## src/include/slink_macros.svh

```systemverilog
`ifndef SLINK_MACROS_SVH
`define SLINK_MACROS_SVH

// Link geometry
`define SLINK_NUM_LANES       4
`define SLINK_PHY_DATA_WIDTH  8
`define SLINK_LINK_WIDTH      (`SLINK_NUM_LANES * `SLINK_PHY_DATA_WIDTH)

// APB register map
`define SLINK_APB_ADDR_W      8
`define SLINK_REG_CTRL        8'h00
`define SLINK_REG_INT_EN      8'h04
`define SLINK_REG_INT_STATUS  8'h08
`define SLINK_REG_RX_COUNT    8'h0C
`define SLINK_REG_TX_COUNT    8'h10

// CRC-16 CCITT
`define SLINK_CRC_POLY        16'h1021
`define SLINK_CRC_INIT        16'hFFFF

`endif

```

## src/logic/slink_pkg.sv

```systemverilog
`include "slink_macros.svh"

package slink_pkg;

  typedef logic [`SLINK_LINK_WIDTH-1:0] link_word_t;
  typedef logic [7:0]                   data_id_t;
  typedef logic [15:0]                  word_count_t;
  typedef logic [15:0]                  crc_t;
  typedef logic [15:0]                  pkt_count_t;

  // First member is the MSB, so crc_corrupted lands on bit 0
  typedef struct packed {
    logic pkt_received;
    logic hdr_corrupted;
    logic crc_corrupted;
  } int_bits_t;

  typedef enum logic [1:0] {TX_IDLE, TX_HEADER, TX_PAYLOAD, TX_CRC} tx_state_t;
  typedef enum logic [1:0] {RX_HUNT, RX_PAYLOAD, RX_CRC} rx_state_t;

  // Bytes lowest first, MSB first within each byte
  function automatic crc_t crc16_step(input crc_t crc_in, input link_word_t word);
    crc_t crc;
    logic fb;
    crc = crc_in;
    for (int b = 0; b < `SLINK_LINK_WIDTH / 8; b++) begin
      for (int i = 7; i >= 0; i--) begin
        fb  = crc[15] ^ word[8*b+i];
        crc = {crc[14:0], 1'b0};
        if (fb) begin
          crc = crc ^ `SLINK_CRC_POLY;
        end
      end
    end
    return crc;
  endfunction

  function automatic logic [7:0] hdr_check(input data_id_t id, input word_count_t wc);
    return id ^ wc[7:0] ^ wc[15:8];
  endfunction

endpackage

```

## src/logic/slink_status_if.sv

```systemverilog
`timescale 1ns/1ns

interface slink_status_if;

  logic ll_enable;
  logic tx_pkt_sent;
  logic pkt_received;
  logic hdr_corrupted;
  logic crc_corrupted;

  modport regs (
    output ll_enable,
    input  tx_pkt_sent, pkt_received, hdr_corrupted, crc_corrupted
  );

  modport tx (input ll_enable, output tx_pkt_sent);

  modport rx (
    input  ll_enable,
    output pkt_received, hdr_corrupted, crc_corrupted
  );

endinterface

```

## src/logic/slink_ctrl_regs.sv

```systemverilog
`timescale 1ns/1ns
`include "slink_macros.svh"

module slink_ctrl_regs (
  input  logic                         link_clk,
  input  logic                         rst,
  input  logic [`SLINK_APB_ADDR_W-1:0] apb_paddr,
  input  logic                         apb_pwrite,
  input  logic                         apb_psel,
  input  logic                         apb_penable,
  input  logic [31:0]                  apb_pwdata,
  output logic [31:0]                  apb_prdata,
  output logic                         apb_pslverr,
  output logic                         interrupt,
  slink_status_if.regs                 status
);

  slink_pkg::int_bits_t  int_en;
  slink_pkg::int_bits_t  int_status;
  slink_pkg::int_bits_t  int_event;
  slink_pkg::int_bits_t  int_clear;
  slink_pkg::pkt_count_t rx_count;
  slink_pkg::pkt_count_t tx_count;

  logic access;
  logic wr;
  logic mapped;

  assign access = apb_psel && apb_penable;
  assign wr     = access && apb_pwrite;

  always_comb begin
    mapped = 1'b1;
    case (apb_paddr)
      `SLINK_REG_CTRL:       apb_prdata = {31'd0, status.ll_enable};
      `SLINK_REG_INT_EN:     apb_prdata = {29'd0, int_en};
      `SLINK_REG_INT_STATUS: apb_prdata = {29'd0, int_status};
      `SLINK_REG_RX_COUNT:   apb_prdata = {16'd0, rx_count};
      `SLINK_REG_TX_COUNT:   apb_prdata = {16'd0, tx_count};
      default: begin
        apb_prdata = '0;
        mapped     = 1'b0;
      end
    endcase
  end

  assign apb_pslverr = access && !mapped;

  //----------------------------------------------------------------------
  // Control and enables
  //----------------------------------------------------------------------
  always_ff @(posedge link_clk) begin
    if (rst) begin
      status.ll_enable <= 1'b0;
      int_en           <= '0;
    end else if (wr) begin
      if (apb_paddr == `SLINK_REG_CTRL) begin
        status.ll_enable <= apb_pwdata[0];
      end
      if (apb_paddr == `SLINK_REG_INT_EN) begin
        int_en <= apb_pwdata[2:0];
      end
    end
  end

  //----------------------------------------------------------------------
  // W1C status
  //----------------------------------------------------------------------
  always_comb begin
    int_event.pkt_received  = status.pkt_received;
    int_event.hdr_corrupted = status.hdr_corrupted;
    int_event.crc_corrupted = status.crc_corrupted;
  end

  assign int_clear = (wr && apb_paddr == `SLINK_REG_INT_STATUS) ? apb_pwdata[2:0] : '0;

  // New event wins over a clear in the same cycle
  always_ff @(posedge link_clk) begin
    if (rst) begin
      int_status <= '0;
    end else begin
      int_status <= int_event | (int_status & ~int_clear);
    end
  end

  assign interrupt = |(int_status & int_en);

  // Packet counters, wrapping
  always_ff @(posedge link_clk) begin
    if (rst) begin
      rx_count <= '0;
      tx_count <= '0;
    end else begin
      if (status.pkt_received) begin
        rx_count <= rx_count + 1'b1;
      end
      if (status.tx_pkt_sent) begin
        tx_count <= tx_count + 1'b1;
      end
    end
  end

endmodule

```

## src/logic/slink_lite.sv

```systemverilog
`timescale 1ns/1ns
`include "slink_macros.svh"

module slink_lite (
  input  logic                         link_clk,
  input  logic                         rst,

  // APB
  input  logic [`SLINK_APB_ADDR_W-1:0] apb_paddr,
  input  logic                         apb_pwrite,
  input  logic                         apb_psel,
  input  logic                         apb_penable,
  input  logic [31:0]                  apb_pwdata,
  output logic [31:0]                  apb_prdata,
  output logic                         apb_pslverr,

  // TX application
  input  logic                         tx_sop,
  input  slink_pkg::data_id_t          tx_data_id,
  input  slink_pkg::word_count_t       tx_word_count,
  input  slink_pkg::link_word_t        tx_app_data,
  output logic                         tx_advance,

  // RX application
  output logic                         rx_sop,
  output slink_pkg::data_id_t          rx_data_id,
  output slink_pkg::word_count_t       rx_word_count,
  output slink_pkg::link_word_t        rx_app_data,
  output logic                         rx_valid,
  output logic                         rx_crc_corrupted,

  output logic                         interrupt,

  // PHY
  output slink_pkg::link_word_t        phy_tx_data,
  output logic                         phy_tx_valid,
  input  slink_pkg::link_word_t        phy_rx_data,
  input  logic                         phy_rx_valid
);

  slink_status_if u_status ();

  slink_ll_tx u_slink_ll_tx (
    .link_clk      ( link_clk      ),
    .rst           ( rst           ),
    .tx_sop        ( tx_sop        ),
    .tx_data_id    ( tx_data_id    ),
    .tx_word_count ( tx_word_count ),
    .tx_app_data   ( tx_app_data   ),
    .tx_advance    ( tx_advance    ),
    .phy_tx_data   ( phy_tx_data   ),
    .phy_tx_valid  ( phy_tx_valid  ),
    .status        ( u_status      )
  );

  slink_ctrl_regs u_slink_ctrl_regs (
    .link_clk    ( link_clk    ),
    .rst         ( rst         ),
    .apb_paddr   ( apb_paddr   ),
    .apb_pwrite  ( apb_pwrite  ),
    .apb_psel    ( apb_psel    ),
    .apb_penable ( apb_penable ),
    .apb_pwdata  ( apb_pwdata  ),
    .apb_prdata  ( apb_prdata  ),
    .apb_pslverr ( apb_pslverr ),
    .interrupt   ( interrupt   ),
    .status      ( u_status    )
  );

  slink_ll_rx u_slink_ll_rx (
    .link_clk         ( link_clk         ),
    .rst              ( rst              ),
    .phy_rx_data      ( phy_rx_data      ),
    .phy_rx_valid     ( phy_rx_valid     ),
    .rx_sop           ( rx_sop           ),
    .rx_data_id       ( rx_data_id       ),
    .rx_word_count    ( rx_word_count    ),
    .rx_app_data      ( rx_app_data      ),
    .rx_valid         ( rx_valid         ),
    .rx_crc_corrupted ( rx_crc_corrupted ),
    .status           ( u_status         )
  );

endmodule

```

## src/logic/slink_ll_rx.sv

```systemverilog
`timescale 1ns/1ns
`include "slink_macros.svh"

module slink_ll_rx (
  input  logic                   link_clk,
  input  logic                   rst,
  input  slink_pkg::link_word_t  phy_rx_data,
  input  logic                   phy_rx_valid,
  output logic                   rx_sop,
  output slink_pkg::data_id_t    rx_data_id,
  output slink_pkg::word_count_t rx_word_count,
  output slink_pkg::link_word_t  rx_app_data,
  output logic                   rx_valid,
  output logic                   rx_crc_corrupted,
  slink_status_if.rx             status
);

  slink_pkg::rx_state_t   state;
  slink_pkg::word_count_t remaining;
  slink_pkg::crc_t        crc;

  slink_pkg::data_id_t    hdr_id;
  slink_pkg::word_count_t hdr_wc;
  logic [7:0]             hdr_chk;
  logic                   take;
  logic                   hdr_ok;
  logic                   crc_bad;

  // Header fields as they would sit in an incoming word
  assign hdr_id  = phy_rx_data[7:0];
  assign hdr_wc  = phy_rx_data[23:8];
  assign hdr_chk = phy_rx_data[31:24];

  assign take    = phy_rx_valid && status.ll_enable;
  assign hdr_ok  = (slink_pkg::hdr_check(hdr_id, hdr_wc) == hdr_chk);
  assign crc_bad = (phy_rx_data != {{(`SLINK_LINK_WIDTH-16){1'b0}}, crc});

  //----------------------------------------------------------------------
  // Hunt, payload count and CRC verdict
  //----------------------------------------------------------------------
  always_ff @(posedge link_clk) begin
    if (rst) begin
      state                <= slink_pkg::RX_HUNT;
      remaining            <= '0;
      rx_sop               <= 1'b0;
      rx_valid             <= 1'b0;
      rx_crc_corrupted     <= 1'b0;
      status.pkt_received  <= 1'b0;
      status.hdr_corrupted <= 1'b0;
      status.crc_corrupted <= 1'b0;
    end else begin
      rx_sop               <= 1'b0;
      rx_valid             <= 1'b0;
      rx_crc_corrupted     <= 1'b0;
      status.pkt_received  <= 1'b0;
      status.hdr_corrupted <= 1'b0;
      status.crc_corrupted <= 1'b0;
      if (take) begin
        case (state)
          slink_pkg::RX_HUNT: begin
            if (hdr_ok) begin
              rx_sop    <= 1'b1;
              remaining <= hdr_wc;
              state     <= (hdr_wc == '0) ? slink_pkg::RX_CRC : slink_pkg::RX_PAYLOAD;
            end else begin
              // Bad header is dropped and hunting goes on
              status.hdr_corrupted <= 1'b1;
            end
          end
          slink_pkg::RX_PAYLOAD: begin
            rx_valid  <= 1'b1;
            remaining <= remaining - 1'b1;
            if (remaining == 16'd1) begin
              state <= slink_pkg::RX_CRC;
            end
          end
          slink_pkg::RX_CRC: begin
            status.pkt_received  <= 1'b1;
            status.crc_corrupted <= crc_bad;
            rx_crc_corrupted     <= crc_bad;
            state                <= slink_pkg::RX_HUNT;
          end
          default: state <= slink_pkg::RX_HUNT;
        endcase
      end
    end
  end

  // Packet fields and running CRC
  always_ff @(posedge link_clk) begin
    if (take) begin
      case (state)
        slink_pkg::RX_HUNT: begin
          if (hdr_ok) begin
            rx_data_id    <= hdr_id;
            rx_word_count <= hdr_wc;
            crc           <= `SLINK_CRC_INIT;
          end
        end
        slink_pkg::RX_PAYLOAD: begin
          rx_app_data <= phy_rx_data;
          crc         <= slink_pkg::crc16_step(crc, phy_rx_data);
        end
        default: begin
        end
      endcase
    end
  end

endmodule

```

## src/logic/slink_ll_tx.sv

```systemverilog
`timescale 1ns/1ns
`include "slink_macros.svh"

module slink_ll_tx (
  input  logic                   link_clk,
  input  logic                   rst,
  input  logic                   tx_sop,
  input  slink_pkg::data_id_t    tx_data_id,
  input  slink_pkg::word_count_t tx_word_count,
  input  slink_pkg::link_word_t  tx_app_data,
  output logic                   tx_advance,
  output slink_pkg::link_word_t  phy_tx_data,
  output logic                   phy_tx_valid,
  slink_status_if.tx             status
);

  slink_pkg::tx_state_t   state;
  slink_pkg::word_count_t remaining;
  slink_pkg::crc_t        crc;
  logic                   start;

  assign start = (state == slink_pkg::TX_IDLE) && tx_sop && status.ll_enable;

  // Header cycle already takes the first payload word
  assign tx_advance = ((state == slink_pkg::TX_HEADER) || (state == slink_pkg::TX_PAYLOAD)) &&
                      (remaining != '0);

  //----------------------------------------------------------------------
  // Frame sequencing
  //----------------------------------------------------------------------
  always_ff @(posedge link_clk) begin
    if (rst) begin
      state               <= slink_pkg::TX_IDLE;
      remaining           <= '0;
      phy_tx_valid        <= 1'b0;
      status.tx_pkt_sent  <= 1'b0;
    end else begin
      phy_tx_valid       <= 1'b0;
      status.tx_pkt_sent <= 1'b0;
      case (state)
        slink_pkg::TX_IDLE: begin
          if (start) begin
            state        <= slink_pkg::TX_HEADER;
            remaining    <= tx_word_count;
            phy_tx_valid <= 1'b1;
          end
        end
        slink_pkg::TX_HEADER, slink_pkg::TX_PAYLOAD: begin
          phy_tx_valid <= 1'b1;
          if (tx_advance) begin
            remaining <= remaining - 1'b1;
            state     <= (remaining == 16'd1) ? slink_pkg::TX_CRC : slink_pkg::TX_PAYLOAD;
          end else begin
            // Empty packet, CRC word right behind the header
            status.tx_pkt_sent <= 1'b1;
            state              <= slink_pkg::TX_IDLE;
          end
        end
        slink_pkg::TX_CRC: begin
          phy_tx_valid       <= 1'b1;
          status.tx_pkt_sent <= 1'b1;
          state              <= slink_pkg::TX_IDLE;
        end
        default: state <= slink_pkg::TX_IDLE;
      endcase
    end
  end

  //----------------------------------------------------------------------
  // Link word and running CRC
  //----------------------------------------------------------------------
  always_ff @(posedge link_clk) begin
    if (start) begin
      phy_tx_data <= {slink_pkg::hdr_check(tx_data_id, tx_word_count),
                      tx_word_count, tx_data_id};
      crc         <= `SLINK_CRC_INIT;
    end else if (tx_advance) begin
      phy_tx_data <= tx_app_data;
      crc         <= slink_pkg::crc16_step(crc, tx_app_data);
    end else if (state != slink_pkg::TX_IDLE) begin
      phy_tx_data <= {{(`SLINK_LINK_WIDTH-16){1'b0}}, crc};
    end
  end

endmodule

```

## config.mk

```make
export PLATFORM = sky130hd
export DESIGN_NAME = slink_lite
export DESIGN_NICKNAME = d
export VERILOG_FILES = /design/src/logic/slink_pkg.sv /design/src/logic/slink_status_if.sv /design/src/logic/slink_ctrl_regs.sv /design/src/logic/slink_lite.sv /design/src/logic/slink_ll_rx.sv /design/src/logic/slink_ll_tx.sv
export VERILOG_INCLUDE_DIRS = /design/src /design/src/include
export SDC_FILE = /design/constraint.sdc
export NUM_CORES = 1
export LEC_CHECK = 0
export ABC_AREA = 1
export BUFFER_PORTS_ARGS = -buffer_cell sky130_fd_sc_hd__buf_2
export CORE_MARGIN = 4
export CORE_UTILIZATION = 62
export CTS_BUF_LIST = sky130_fd_sc_hd__clkbuf_2
export DETAILED_ROUTE_END_ITERATION = 7
export PLACE_DENSITY = 0.95
export SLEW_MARGIN = 25
export SYNTH_ARGS = -nofsm -noshare
export SYNTH_HDL_FRONTEND = slang
export SYNTH_SLANG_ARGS = --single-unit
```

## constraint.sdc

```tcl
create_clock -name link_clk -period 10.14 [get_ports link_clk]
set_clock_uncertainty 0.1 [all_clocks]
set_input_delay 1.521 -clock link_clk [delete_from_list [all_inputs] [get_ports link_clk]]
set_output_delay 1.521 -clock link_clk [all_outputs]
set_load 0.02 [all_outputs]
```

==> results.md <==
* Number of distinct library cells after synthesis at 52
* Most common cell in the netlist: nand2_1
* Syn-to-layout area delta at 14.7%
* Slew headroom at 29.7%
* Post-Synthesis Cells at 1,674
* Worst Path Max Fanout at 14
* Setup violations, final at 0
* Post-synth ARST share at 0%
* Clock-pin slew on the worst setup and hold paths at 0.11 ns
* Setup bufs post-CTS at 0
* Required time worst endpoint at 8.52 ns
* Sequential fraction of the synthesis area at 40.7%
* Worst VDD drop at 0.476 mV
* Final setup TNS at 0 ns
* Chip height at 150 um
* Sw frac at 49.8%
* Cell Area, Placed at 13,800 um2
* WL/cell at 16.7 um
* Final Cell Area at 14,300 um2
* Initial antenna violation count at 4
* Share of cells above drive strength 1 at 18.9%
* Critical Path AT at 3.35 ns
* Post-Route WL at 37,000 um
* CP endpoint kind: output pin
* Io pins at 262
* Post-CTS sizing at 0
* Seq pwr share at 27.2%
* CP Class: in2out
* P per Cell Area at 287 nW/um2
* Lkg Pwr at 6.75 nW
* Synthesis-stage register bit count at 202
* Largest net degree at the start of global routing at 42
* CTS root buf: clkbuf_2
* Hold Fails Final Rpt at 0
* Via density at 5.80
* TritonCTS buffer count at 51
* First-pass GRT wire length at 58,000 um
* CTS Buffer Depth at 3
* Synth warnings at 0
* Mapped Area at 12,500 um2
* Drt drc at 1
* Worst-Skew Late Latency at 0.82 ns
* CP Launch Type: primary input
* Via Count at 12,894
* Die width at 150 um
* Antenna Nets Post-Route at 0
* Shortest period the worst path allows at 4.97 ns
* Clk pwr share at 15.6%
* Remaining global-route overflow at 0
* Post-synth EDFFs at 104
* PortBufs at 216
* RSZ-0062 raised after global routing: no
* Fill count at 1,518
* Fin. max-slew vios at 0
* Row Count at 51
* Nets at 2,057
* Hold_buf cts at 0
* CTS tree: built
* Fmax at 201 MHz
* Core ar. at 19,700 um2
* Vias in the first global route at 12,006
* Outcome: finished with violations
* H-tree depth at 2
* Initial Utilization at 63.5%
* Worst-Margin Slew at 1.05 ns
* Mean Syn Cell Area at 7.46 um2
* Post-DP HPWL at 26,700 um
* Post-synth top area share at 25.0%
* Int Pwr at 2.07 mW
* Violated checks: design-rule violations
* Clk sink count at 202
* GRT Total Usage at 32.0%
* Hold WC Path Type: reg2reg
* Crit share post-route at 49.0%
* Initial drt markers at 1,625
* Switching Power at 2.05 mW
* Post-synth top cells: nand2_1, inv_1, nand3_1
* Iteration count of the initial detailed-routing pass at 8
* Routability congestion estimate at 0.965
* Max-Cap Viols at 0
* Power share of the combinational group at 57.3%
* Die area at 22,500 um2
* Area leader, netlist: edfxtp_1
* Top FF cell, synth: edfxtp_1
* Synth area leaders: edfxtp_1, dfxtp_1, nand2_1
flip-flops by register name, summed over array words and instances (netlist names), 2 cells and up:
signal                        count
u_slink_ctrl_regs.int_en          3
u_slink_ctrl_regs.int_status      3
u_slink_ctrl_regs.rx_count       16
u_slink_ctrl_regs.tx_count       16
u_slink_ll_rx.crc                16
u_slink_ll_rx.remaining          16
u_slink_ll_rx.rx_app_data        32
u_slink_ll_rx.rx_data_id          8
u_slink_ll_rx.rx_word_count      16
u_slink_ll_rx.state               2
u_slink_ll_tx.crc                16
u_slink_ll_tx.phy_tx_data        32
u_slink_ll_tx.remaining          16
u_slink_ll_tx.state               2
worst max-delay path: stages:
cell,delay [ns]
buf_2,0.10
nor2_1,0.09
inv_1,0.06
nor3_1,0.28
inv_1,0.13
nor4_1,0.32
inv_1,0.31
o32ai_1,0.31
buf_2,0.21
cells in the final DEF (no fill, tap or decap), drive strengths merged, types with 12 or more instances in the layout:
cell    netlist  layout
nor3         31      31
nor2        118     118
inv         207     207
nand3       177     177
xnor2        61      61
nand3b       12      12
o32ai        13      13
conb          1      16
a21oi        75      75
a31oi        18      18
dfxtp        98      98
xor2         70      70
nor4         12      12
buf          22     224
edfxtp      104     104
clkbuf       31      67
clkinv        3      25
o21ai        82      82
nand2       475     475
worst paths after layout:
check | slack (ns) | startpoint | cells past startpoint | end
worst max-delay path | 5.17 | apb_paddr[7] | 9 | apb_prdata[7]
worst min-delay path | 0.35 | u_slink_ll_rx.status.hdr_corrupted$_SDFF_PP0_ | 2 | u_slink_ctrl_regs.int_status[1]$_SDFF_PP0_
worst max register to register | 5.83 | u_slink_ll_tx.state[0]$_SDFFE_PP0P_ | 13 | u_slink_ll_tx.remaining[14]$_SDFFE_PP0P_
worst min register to register | 0.35 | u_slink_ll_rx.status.hdr_corrupted$_SDFF_PP0_ | 2 | u_slink_ctrl_regs.int_status[1]$_SDFF_PP0_
power groups by stage:
| stage | Sequential [mW] | Clock [mW] | Combinational [mW] |
|---|---|---|---|
| after CTS | 1.11 | 0.646 | 2.31 |
| after global placement | 1.13 | 0 | 2.21 |
| after detailed placement | 1.13 | 0 | 2.29 |
| after floorplan | 1.21 | 0 | 1.69 |
| final | 1.12 | 0.640 | 2.36 |
| after global routing | 1.13 | 0.694 | 2.64 |
routing by layer:
metal | vias up | routed length [um] | track usage [%]
met5 | - | 13 | 0
met4 | 2 | 1980 | 14.6
met3 | 192 | 4300 | 7.03
met1 | 5817 | 13600 | 39.7
li1 | 6028 | - | -
met2 | 855 | 17200 | 53.4
layout make-up:
cell class	instances	area [um2]	area share [%]
Multi-Input combinational cell	1224	6420	44.8
Clock inverter	27	219	1.53
Tap cell	265	332	2.31
Inverter	210	788	5.50
Clock buffer	67	335	2.34
Antenna cell	3	7.51	0.0524
Timing Repair Buffer	224	1140	7.96
Sequential cell	202	5080	35.5
metrics by stage:
step	setup slack, ns	power, mW	hold WS, ns	std cells	util (%)
global route	4.92	4.46	0.384	2222	72.9
finish	5.17	4.11	0.346	2222	72.9
CTS	5.17	4.07	0.345	2219	72.9
detailed placement	5.04	3.42	0.329	2125	70.0
floorplan	5.31	2.91	0.315	1689	-
global placement	5.06	3.34	0.321	2125	70.0
cell families (layout without fill, tap and decap cells):
group | Yosys count | in the layout | share of synthesized area, %
other | 1 | 19 | 0.0300
and+or+nand+nor | 846 | 846 | 29.9
buffers and inverters | 263 | 528 | 8.44
muxes | 2 | 2 | 0.160
AOI/OAI and AO/OA | 219 | 219 | 10.0
adders and majority gates | 9 | 9 | 0.902
DFF | 202 | 202 | 40.7
xor gates and xnor gates | 132 | 132 | 9.85
No activity file was read; power rests on OpenSTA's default activity.
